`src/adpll_pkg.sv`:
```
package adpll_pkg;

	// phase error from the detector
	localparam int ERROR_WIDTH = 8;

	// control code fed back to the oscillator
	localparam int DCO_CC_WIDTH = 9;

	// phase accumulator and frequency word
	localparam int PHASE_WIDTH = 16;

	// proportional gain, unsigned with one fraction bit
	localparam int KP_WIDTH = 3;
	localparam int KP_FRAC_WIDTH = 1;

	// integral gain, unsigned with three fraction bits
	localparam int KI_WIDTH = 4;
	localparam int KI_FRAC_WIDTH = 3;

	// integrator keeps KI_FRAC_WIDTH fraction bits
	localparam int INTEG_WIDTH = 20;

	typedef logic signed [ERROR_WIDTH-1:0] error_t;

	typedef logic signed [DCO_CC_WIDTH-1:0] dco_cc_t;

	typedef logic [PHASE_WIDTH-1:0] phase_t;

	typedef logic [KP_WIDTH-1:0] kp_t;

	typedef logic [KI_WIDTH-1:0] ki_t;

endpackage
```
`src/adpll_top.sv`:
```
`timescale 1ns/1ps

module adpll_top
#(
	parameter int             DYNAMIC_GAIN = 1,
	parameter adpll_pkg::kp_t KP = 3'b001,
	parameter adpll_pkg::ki_t KI = 4'b0001,
	parameter int             LOCK_TOL = 2,
	parameter int             LOCK_COUNT = 8
)
(
	input  logic               gen_clk_i,
	input  logic               reset_i,
	input  logic               ref_tick_i,
	input  adpll_pkg::phase_t  fcw_i,
	input  adpll_pkg::kp_t     kp_i,
	input  adpll_pkg::ki_t     ki_i,
	output adpll_pkg::dco_cc_t dco_cc_o,
	output logic               nco_tick_o,
	output logic               lock_o
);

	adpll_pkg::phase_t phase;
	adpll_pkg::error_t err;
	logic              err_valid;

	adpll_nco i_nco (
		.gen_clk_i (gen_clk_i),
		.reset_i   (reset_i),
		.fcw_i     (fcw_i),
		.dco_cc_i  (dco_cc_o),
		.phase_o   (phase),
		.tick_o    (nco_tick_o)
	);

	adpll_phase_detector i_phase_detector (
		.gen_clk_i   (gen_clk_i),
		.reset_i     (reset_i),
		.ref_tick_i  (ref_tick_i),
		.phase_i     (phase),
		.err_o       (err),
		.err_valid_o (err_valid)
	);

	// control code closes the loop back into the NCO
	adpll_loop_filter #(
		.DYNAMIC_GAIN (DYNAMIC_GAIN),
		.KP           (KP),
		.KI           (KI)
	) i_loop_filter (
		.gen_clk_i   (gen_clk_i),
		.reset_i     (reset_i),
		.kp_i        (kp_i),
		.ki_i        (ki_i),
		.err_i       (err),
		.err_valid_i (err_valid),
		.dco_cc_o    (dco_cc_o)
	);

	adpll_lock_detector #(
		.LOCK_TOL   (LOCK_TOL),
		.LOCK_COUNT (LOCK_COUNT)
	) i_lock_detector (
		.gen_clk_i   (gen_clk_i),
		.reset_i     (reset_i),
		.err_i       (err),
		.err_valid_i (err_valid),
		.lock_o      (lock_o)
	);

endmodule

```
`src/adpll_lock_detector.sv`:
```
`timescale 1ns/1ps

module adpll_lock_detector
#(
	parameter int LOCK_TOL = 2,
	parameter int LOCK_COUNT = 8
)
(
	input  logic              gen_clk_i,
	input  logic              reset_i,
	input  adpll_pkg::error_t err_i,
	input  logic              err_valid_i,
	output logic              lock_o
);

	localparam int EW = adpll_pkg::ERROR_WIDTH;
	localparam int CNT_WIDTH = $clog2(LOCK_COUNT + 1);

	logic signed [EW:0]     err_ext_c;
	logic [EW:0]            err_abs_c;
	logic                   in_tol_c;
	logic [CNT_WIDTH-1:0]   run_cnt_q;

	// one extra bit so that |-min| fits
	assign err_ext_c = err_i;
	assign err_abs_c = err_ext_c[EW] ? -err_ext_c : err_ext_c;
	assign in_tol_c = err_abs_c <= LOCK_TOL;

	always_ff @(posedge gen_clk_i or posedge reset_i)
	begin
		if (reset_i)
		begin
			run_cnt_q <= '0;
			lock_o <= 1'b0;
		end
		else if (err_valid_i)
		begin
			if (in_tol_c)
			begin
				// counter parks at LOCK_COUNT once locked
				if (run_cnt_q != CNT_WIDTH'(LOCK_COUNT))
					run_cnt_q <= run_cnt_q + 1'b1;
				if (run_cnt_q >= CNT_WIDTH'(LOCK_COUNT - 1))
					lock_o <= 1'b1;
			end
			else
			begin
				run_cnt_q <= '0;
				lock_o <= 1'b0;
			end
		end
	end

endmodule

```
`src/adpll_loop_filter.sv`:
```
`timescale 1ns/1ps

module adpll_loop_filter
#(
	parameter int               DYNAMIC_GAIN = 1,
	parameter adpll_pkg::kp_t   KP = 3'b001,
	parameter adpll_pkg::ki_t   KI = 4'b0001
)
(
	input  logic               gen_clk_i,
	input  logic               reset_i,
	input  adpll_pkg::kp_t     kp_i,
	input  adpll_pkg::ki_t     ki_i,
	input  adpll_pkg::error_t  err_i,
	input  logic               err_valid_i,
	output adpll_pkg::dco_cc_t dco_cc_o
);

	localparam int EW = adpll_pkg::ERROR_WIDTH;
	localparam int IW = adpll_pkg::INTEG_WIDTH;
	localparam int CW = adpll_pkg::DCO_CC_WIDTH;
	localparam int KP_PROD_WIDTH = EW + adpll_pkg::KP_WIDTH + 1;
	localparam int KI_PROD_WIDTH = EW + adpll_pkg::KI_WIDTH + 1;
	// kp has fewer fraction bits than ki
	localparam int ALIGN = adpll_pkg::KI_FRAC_WIDTH - adpll_pkg::KP_FRAC_WIDTH;
	localparam int P_WIDTH = KP_PROD_WIDTH + ALIGN;
	localparam int SUM_WIDTH = IW + 1;
	localparam int SHIFT_WIDTH = SUM_WIDTH - adpll_pkg::KI_FRAC_WIDTH;
	localparam int CC_MAX = 2 ** (CW - 1) - 1;
	localparam int CC_MIN = -(2 ** (CW - 1));

	adpll_pkg::kp_t kp_x;
	adpll_pkg::ki_t ki_x;
	logic signed [adpll_pkg::KP_WIDTH:0] kp_s;
	logic signed [adpll_pkg::KI_WIDTH:0] ki_s;

	adpll_pkg::error_t        err_q;
	logic signed [IW-1:0]     integ_q;

	logic signed [KP_PROD_WIDTH-1:0] kp_prod_c;
	logic signed [KI_PROD_WIDTH-1:0] ki_prod_c;
	logic signed [P_WIDTH-1:0]       p_term_c;
	logic signed [SUM_WIDTH-1:0]     integ_sum_c;
	logic signed [IW-1:0]            integ_next_c;
	logic signed [SUM_WIDTH-1:0]     out_sum_c;
	logic signed [SHIFT_WIDTH-1:0]   out_shift_c;

	always_comb
	begin
		if (DYNAMIC_GAIN != 0)
		begin
			kp_x = kp_i;
			ki_x = ki_i;
		end
		else
		begin
			kp_x = KP;
			ki_x = KI;
		end
	end

	// gains are unsigned, widen by one bit for signed products
	assign kp_s = $signed({1'b0, kp_x});
	assign ki_s = $signed({1'b0, ki_x});

	// integral path works on the incoming error
	assign ki_prod_c = err_i * ki_s;
	assign integ_sum_c = SUM_WIDTH'(integ_q) + SUM_WIDTH'(ki_prod_c);

	always_comb
	begin
		if (integ_sum_c[SUM_WIDTH-1] != integ_sum_c[SUM_WIDTH-2])
		begin
			// overflow, clamp to the signed limit on the sum's side
			integ_next_c = {integ_sum_c[SUM_WIDTH-1], {(IW-1){~integ_sum_c[SUM_WIDTH-1]}}};
		end
		else
		begin
			integ_next_c = integ_sum_c[IW-1:0];
		end
	end

	always_ff @(posedge gen_clk_i or posedge reset_i)
	begin
		if (reset_i)
		begin
			err_q <= '0;
			integ_q <= '0;
		end
		else if (err_valid_i)
		begin
			err_q <= err_i;
			integ_q <= integ_next_c;
		end
	end

	// proportional path on the registered error, moved to ki fraction bits
	assign kp_prod_c = err_q * kp_s;
	assign p_term_c = $signed({kp_prod_c, {ALIGN{1'b0}}});

	assign out_sum_c = SUM_WIDTH'(integ_q) + SUM_WIDTH'(p_term_c);
	assign out_shift_c = SHIFT_WIDTH'(out_sum_c >>> adpll_pkg::KI_FRAC_WIDTH);

	always_comb
	begin
		if (out_shift_c > CC_MAX)
			dco_cc_o = adpll_pkg::dco_cc_t'(CC_MAX);
		else if (out_shift_c < CC_MIN)
			dco_cc_o = adpll_pkg::dco_cc_t'(CC_MIN);
		else
			dco_cc_o = out_shift_c[CW-1:0];
	end

	// code only moves after an error update or a kp change
	a_cc_hold: assert property (@(posedge gen_clk_i) disable iff (reset_i)
		(!$past(err_valid_i) && $stable(kp_x)) |-> $stable(dco_cc_o))
		else $error("dco_cc_o changed without an error update");

endmodule

```
`src/adpll_phase_detector.sv`:
```
`timescale 1ns/1ps

module adpll_phase_detector
(
	input  logic              gen_clk_i,
	input  logic              reset_i,
	input  logic              ref_tick_i,
	input  adpll_pkg::phase_t phase_i,
	output adpll_pkg::error_t err_o,
	output logic              err_valid_o
);

	localparam int EW = adpll_pkg::ERROR_WIDTH;
	localparam int PW = adpll_pkg::PHASE_WIDTH;

	adpll_pkg::error_t sample_c;
	adpll_pkg::error_t err_c;

	// coarse phase, top bits read as a signed fraction of a turn
	assign sample_c = $signed(phase_i[PW-1:PW-EW]);

	// target phase is zero, so the error is the negated sample
	always_comb
	begin
		if (sample_c == {1'b1, {(EW-1){1'b0}}})
		begin
			// -min does not fit, clamp to +max
			err_c = {1'b0, {(EW-1){1'b1}}};
		end
		else
		begin
			err_c = -sample_c;
		end
	end

	always_ff @(posedge gen_clk_i or posedge reset_i)
	begin
		if (reset_i)
		begin
			err_valid_o <= 1'b0;
		end
		else
		begin
			err_valid_o <= ref_tick_i;
		end
	end

	always_ff @(posedge gen_clk_i)
	begin
		if (ref_tick_i)
		begin
			err_o <= err_c;
		end
	end

	// negation saturates, a valid error never carries the most negative code
	a_err_no_min: assert property (@(posedge gen_clk_i) disable iff (reset_i)
		err_valid_o |-> err_o != {1'b1, {(EW-1){1'b0}}})
		else $error("err_o holds the most negative code with err_valid_o high");

endmodule

```
`src/adpll_nco.sv`:
```
`timescale 1ns/1ps

module adpll_nco
(
	input  logic               gen_clk_i,
	input  logic               reset_i,
	input  adpll_pkg::phase_t  fcw_i,
	input  adpll_pkg::dco_cc_t dco_cc_i,
	output adpll_pkg::phase_t  phase_o,
	output logic               tick_o
);

	localparam int PW = adpll_pkg::PHASE_WIDTH;
	// three guard bits, two for carries of a step past full scale and one for the sign
	localparam int ACC_WIDTH = PW + 3;
	localparam int HALF_SCALE = 2 ** (PW - 1);

	logic signed [ACC_WIDTH-1:0] step_c;
	logic signed [ACC_WIDTH-1:0] acc_c;
	logic                        carry_c;

	// base word trimmed by the loop filter
	assign step_c = $signed({3'b000, fcw_i}) + ACC_WIDTH'(dco_cc_i);
	assign acc_c = $signed({3'b000, phase_o}) + step_c;

	// carry past full scale, a backward step never counts
	assign carry_c = !acc_c[ACC_WIDTH-1] && (acc_c[ACC_WIDTH-2:PW] != '0);

	always_ff @(posedge gen_clk_i or posedge reset_i)
	begin
		if (reset_i)
		begin
			phase_o <= '0;
			tick_o <= 1'b0;
		end
		else
		begin
			phase_o <= acc_c[PW-1:0];
			tick_o <= carry_c;
		end
	end

	// a step below half a turn cannot wrap twice in a row
	a_no_double_tick: assert property (@(posedge gen_clk_i) disable iff (reset_i)
		(tick_o && step_c < HALF_SCALE && $past(step_c) < HALF_SCALE) |=> !tick_o)
		else $error("tick_o high for two cycles with a step below half scale");

endmodule

```
`config.mk`:
```
export PLATFORM = sky130hd
export DESIGN_NAME = adpll_top
export DESIGN_NICKNAME = d
export VERILOG_FILES = /design/src/adpll_pkg.sv /design/src/adpll_top.sv /design/src/adpll_lock_detector.sv /design/src/adpll_loop_filter.sv /design/src/adpll_phase_detector.sv /design/src/adpll_nco.sv
export SDC_FILE = /design/constraint.sdc
export NUM_CORES = 1
export LEC_CHECK = 0
export BUFFER_PORTS_ARGS = -buffer_cell sky130_fd_sc_hd__buf_2
export CAP_MARGIN = 0
export CORE_ASPECT_RATIO = 1.5
export CORE_MARGIN = 1.5
export CORE_UTILIZATION = 35
export DETAILED_ROUTE_END_ITERATION = 6
export PLACE_DENSITY_LB_ADDON = 0.1
export SLEW_MARGIN = 40
export SYNTH_ARGS = -nofsm -noshare
export SYNTH_HDL_FRONTEND = slang
export SYNTH_SLANG_ARGS = --single-unit
```
`constraint.sdc`:
```
create_clock -name gen_clk_i -period 21.5 [get_ports gen_clk_i]
set_input_delay 4.3 -clock gen_clk_i [delete_from_list [all_inputs] [get_ports gen_clk_i]]
set_output_delay 4.3 -clock gen_clk_i [all_outputs]
set_load 0.02 [all_outputs]
```
== After elaboration in Yosys (flattened, before gate mapping) ==
Cells that the tools add are included.
Word-level totals
  register bits: 59
  bits of input ports: 26
Operators by class
  add/subtract/negate cells: 7
  $mul: 2
  order comparisons: 4
  eq/ne operators: 5
  muxes and demuxes: 8
  bitwise operators: 1
  reduce and logical (&&, ||, !) cells: 5
Operators by type and width (count)
  $mux 9: 3
  $add 20x13->21: 1
  $add 20x14->21: 1
  $mux 20: 1
  $add 17x19->19: 1
  $add 17x9->18: 1
  $gt 18x9->1 const B: 1
  $lt 18x9->1 const B: 1
  $mul 8x5->13: 1
  $mul 8x4->12: 1
  $le 9x2->1 const B: 1
  $neg 8->9: 1
  $eq 8x8->1 const B: 1
  $mux 4: 2
  $neg 8->8: 1
  $add 4x1->4 const B: 1
  $ge 4x3->1 const B: 1
  $ne 2x2->1 const B: 2
  $ne 4x4->1 const B: 1
  $reduce_and 2->1: 2
  $mux 1: 2
  $reduce_bool 2->1: 1
  $logic_and 1x1->1: 1
  $logic_not 1->1: 1
  other kinds (2): 2

== Logic depth before layout (Yosys ltp) ==
  word-level depth: 9
  mapped depth: 44
  depth with buffers taken out: 44

== Modules after synthesis ==
Synthesis repeated with hierarchy kept, for this count alone.
Second synthesis, totals
  cells, all modules: 881
  area total of the unflattened synthesis: 8141.6 µm²
Modules (own cells, without submodules)
  adpll_loop_filter: times used 1, cells an instance 648, area each 5709.2 µm², sequential area each 700.7 µm²
  adpll_nco: times used 1, cells an instance 149, area each 1597.8 µm², sequential area each 425.4 µm²
  adpll_phase_detector: times used 1, cells an instance 38, area each 459.2 µm², sequential area each 265.3 µm²
  adpll_lock_detector: times used 1, cells an instance 46, area each 375.4 µm², sequential area each 125.1 µm²

== Worst setup path before layout ==
Ideal clock, no wire load.
  kind: input -> output
  start: input port kp_i[1]
  end: output port dco_cc_o[4]
  data arrival time: 9.754 ns
  slack: 7.446 ns
  stages: 21
  path buffers: 0
  path through: and2_1 -> ha_1 -> fa_1 -> ha_1 -> a21o_1 -> a21oi_1 -> o21bai_1 -> a21oi_1 -> o21bai_1 -> a21oi_1 -> o21bai_1 -> a21oi_1 -> xnor2_1 -> ha_1 -> or2_2 -> a21oi_1 -> a31oi_1 -> o311a_1 -> o41ai_4 -> a41oi_1 -> a21o_1
Between the ends
  longest elaborated chain between the ends: 5
Ends and longest elaborated chain
  from (decl): line adpll_top.sv:16  | input adpll_pkg::kp_t kp_i,
  $mul 8x4->12 *: line adpll_loop_filter.sv:98  | assign kp_prod_c = err_q * kp_s;
  $add 20x14->21 *: line adpll_loop_filter.sv:101  | assign out_sum_c = SUM_WIDTH'(integ_q) + SUM_WIDTH'(p_term_c);
  $lt 18x9->1: line adpll_loop_filter.sv:108  | else if (out_shift_c < CC_MIN)
  $mux 9: line adpll_loop_filter.sv:108
  $mux 9 *: line adpll_loop_filter.sv:106  | if (out_shift_c > CC_MAX)
  to (decl): line adpll_top.sv:18  | output adpll_pkg::dco_cc_t dco_cc_o,
Every way passes the cells marked *; elsewhere a longest branch is shown, timed or not.

== Worst setup path after layout ==
Ends and elaborated chain as after synthesis.

==> qor.tcl <==
set qor(outcome) {finished clean}
set qor(number_of_global_route_vias_before_repair) 6396
set qor(yosys-top-cells-count) {sky130_fd_sc_hd__ha_1 (118), sky130_fd_sc_hd__inv_1 (89), sky130_fd_sc_hd__a21oi_1 (73)}
set qor(setup.worst_path.start_class) {input pin}
set qor(distinct_cell_type_count_of_the_synthesized_netlist) 62
set qor(final_core_util_pct) 39.57
set qor(rr_worst_depth) 39
set qor(io-pin-count) 37
set qor(worst_pin_slew_ps) 760.6
set qor(cap_viol_max_count) 0
set qor(synth.yosys.seq_area_share_pct) 19.06
set qor(drc) 0
set qor(dr_wl_met2_mm) 10.84
set qor(fp.dieArea_mm2) 0.02367
set qor(post-synth-top-count-cell) {sky130_fd_sc_hd__ha_1}
set qor(dr_vias_cell) 5.236
set qor(routedWlPerCell_um) 16.51
set qor(cts_sinks) 59
set qor(clock-skew-final_ps) 7.466
set qor(clkTransAtPathRegs_ps) 60
set qor(synth-seq-cells) 59
set qor(layout_cell_share_with_drive_strength_beyond_1_pct) 9.660
set qor(yosysWarnings) 0
set qor(critPathCaptureType) {output port}
set qor(grt_usage_pct) 17.51
set qor(cts_made_buffers) 9
set qor(timing.fmax_mhz) 68.03
set qor(synth_area_leaders) {sky130_fd_sc_hd__ha_1 (19%), sky130_fd_sc_hd__dfrtp_1 (16%), sky130_fd_sc_hd__fa_1 (14%), sky130_fd_sc_hd__xnor2_1 (5.3%), sky130_fd_sc_hd__a21oi_1 (4.6%)}
set qor(synthesis.nets) 1062
set qor(netlist_area_mm2) 0.007958
set qor(post-route-period-util_pct) 68.37
set qor(total_negative_setup_slacks_ps) 0
set qor(cts-root-buf) {sky130_fd_sc_hd__clkbuf_16}
set qor(clock_latency_ps) 350
set qor(ff2ff_setup_slack_ps) 11640
set qor(regToRegStartpoint) {i_loop_filter.err_q[2]}
set qor(die_h_um) 187.7
set qor(largest_net_degree_at_the_start_of_global_routing) 52
set qor(cts_max_path_buffers) 2
set qor(setup_violating_endpoint_count_in_the_final_report) 0
set qor(ys_async_sr_fraction_pct) 86.44
set qor(routed_wl_mm) 19.60
set qor(unrepaired_setup_endpoints_after_global_routing) {false}
set qor(cts_hold_repair.buffers) 0
set qor(finalMaxSlewViolations) 0
set qor(htree_levels) 3
set qor(timing.hold.worst.class) {reg -> reg}
set qor(gr-total-overflow) 0
set qor(core_area_mm2) 0.02230
set qor(route.top_layer_used) {met4}
set qor(post-synth-top-area-cell) {sky130_fd_sc_hd__ha_1}
set qor(max_slew_margin_pct) 49.29
set qor(timing.critical_path.required_ps) 17200
set qor(antenna_found_initial) 0
set qor(post_cts_resized) 0
set qor(iteration_count_of_the_initial_detailed_routing_pass) 7
set qor(final_number_of_hold_violating_endpoints) 0
set qor(port-buffer-count) 36
set qor(r2r_end) {i_nco.tick_o}
set qor(cts_tree) {done}
set qor(num_rows) 67
set qor(min-delay-start) {i_nco.phase_o[0]}
set qor(holdPathStages) 1
set qor(gpl.final_weighted_congestion) 0.7780
set qor(met3WireLength_um) 304
set qor(total_number_of_vias) 6215
set qor(detailedPlacementHpwl_mm) 16.28
set qor(min_to) {i_nco.phase_o[0]}
set qor(antenna_cells) 0
set qor(critPathArrivalTime_ps) 10400
set qor(timing.critical_path.fanout_max) 9
set qor(finish.cell_count_without_fillers) 1187
set qor(design.final.nets) 1105
set qor(detailedRoute.firstIterationViolations) 190
set qor(synth_flop_cell) {sky130_fd_sc_hd__dfrtp_1}
set qor(drt-met1-wl_mm) 8.218
set qor(post-route-min-period_ps) 14700
set qor(synthesis.instances) 863
set qor(critical_path_class) {in -> out}
set qor(die-width_um) 126.1
set qor(final.hold.worst_slack_ps) 482.3
set qor(drt.antenna.violating_nets) 0
set qor(initial_core_util_pct) 35.69
set qor(postCtsSetupBuffers) 0
set qor(count_of_flip_flops_with_a_built_in_enable_after_synthesis) 8
set qor(avgSynthCellArea_um2) 9.221
set qor(grt_pass1_wl_mm) 32.82
set qor(synthToLayoutAreaGrowth_pct) 10.90
set qor(synth.top_cell.area_share_pct) 18.55
set qor(place.detailed.instances) 1170
[worst max-delay path, cell delays in order]
cell	delay, ps
sky130_fd_sc_hd__buf_2	140
sky130_fd_sc_hd__and2_1	160
sky130_fd_sc_hd__ha_1	320
sky130_fd_sc_hd__fa_1	510
sky130_fd_sc_hd__ha_1	310
sky130_fd_sc_hd__a21o_1	180
sky130_fd_sc_hd__a21oi_1	260
sky130_fd_sc_hd__o21bai_1	100
sky130_fd_sc_hd__a21oi_1	230
sky130_fd_sc_hd__o21bai_1	90
sky130_fd_sc_hd__a21oi_1	220
sky130_fd_sc_hd__o21bai_1	90
sky130_fd_sc_hd__a21oi_1	170
sky130_fd_sc_hd__xnor2_1	370
sky130_fd_sc_hd__ha_1	440
sky130_fd_sc_hd__or2_2	340
sky130_fd_sc_hd__a21oi_1	150
sky130_fd_sc_hd__a31oi_1	70
sky130_fd_sc_hd__o311a_1	420
sky130_fd_sc_hd__nor3_1	240
sky130_fd_sc_hd__xnor2_1	180
sky130_fd_sc_hd__nand3_1	150
sky130_fd_sc_hd__o41ai_4	530
sky130_fd_sc_hd__a21o_1	240
sky130_fd_sc_hd__buf_2	170
[cell type report]
cell class / count / area (µm²)
tap: 276 / 345.3
inverter: 89 / 334.1
timing repair buffer: 42 / 237.7
fill: 2257 / 13470
clock inverter: 7 / 101.3
sequential: 59 / 1516
multi-input combinational: 705 / 6065
clock buffer: 9 / 225.2
[kinds of logic after synthesis]
group | Yosys count | share of synthesized area, %
multiplexers | 17 | 2.358
AO/OA/AOI/OAI | 223 | 18.74
AND/OR/NAND/NOR | 215 | 13.96
XOR/XNOR | 72 | 8.019
adder cells (fa/ha/maj) | 178 | 33.03
flip-flops | 59 | 19.06
buffers and inverters | 99 | 4.827
[flip-flops by register name, indices dropped and copies added, names as in the netlist]
| register | cells |
|---|---|
| i_nco.phase_o | 16 |
| i_phase_detector.err_o | 8 |
| i_loop_filter.integ_q | 20 |
| i_lock_detector.lock_o | 1 |
| i_loop_filter.err_q | 8 |
| i_nco.tick_o | 1 |
| i_lock_detector.run_cnt_q | 4 |
| i_phase_detector.err_valid_o | 1 |
[layer usage]
layer / global-route usage, % / up-vias
met4: 4.377 / 0
met2: 34.11 / 53
met5: 0 / -
met3: 2.026 / 12
met1: 19.99 / 3022
li1: - / 3128
[per-stage QoR]
step / setup slack, ps / area [µm²]
after floorplan: 7446 / 7958
after global placement: 6596 / 8463
after detailed placement: 6782 / 8478
after CTS: 6762 / 8805
after global routing: 6306 / 8825
final: 6801 / 8825
[layout by cell type (no fill, tap or decap), types with 34 or more instances in the layout]
cell type / n
sky130_fd_sc_hd__fa_1: 55
sky130_fd_sc_hd__xnor2_1: 48
sky130_fd_sc_hd__and2_1: 48
sky130_fd_sc_hd__dfrtp_1: 51
sky130_fd_sc_hd__ha_1: 118
sky130_fd_sc_hd__buf_2: 36
sky130_fd_sc_hd__nor2_1: 34
sky130_fd_sc_hd__nand2_1: 54
sky130_fd_sc_hd__a21oi_1: 73
sky130_fd_sc_hd__o21ai_0: 46
sky130_fd_sc_hd__inv_1: 88
[worst max path at each step]
stage	slack, ps	cells after the start	startpoint	endpoint
2_1_floorplan	7450	21	kp_i[1]	dco_cc_o[4]
3_3_place_gp	6600	23	kp_i[1]	dco_cc_o[4]
3_5_place_dp	6780	25	kp_i[1]	dco_cc_o[4]
4_1_cts	6760	25	kp_i[1]	dco_cc_o[4]
5_1_grt	6310	25	kp_i[1]	dco_cc_o[4]
6_report	6800	25	kp_i[1]	dco_cc_o[4]
Power is left out: the tool's default activity adds up to more than one toggle a clock period on the data nets, which glitch-free logic cannot reach.
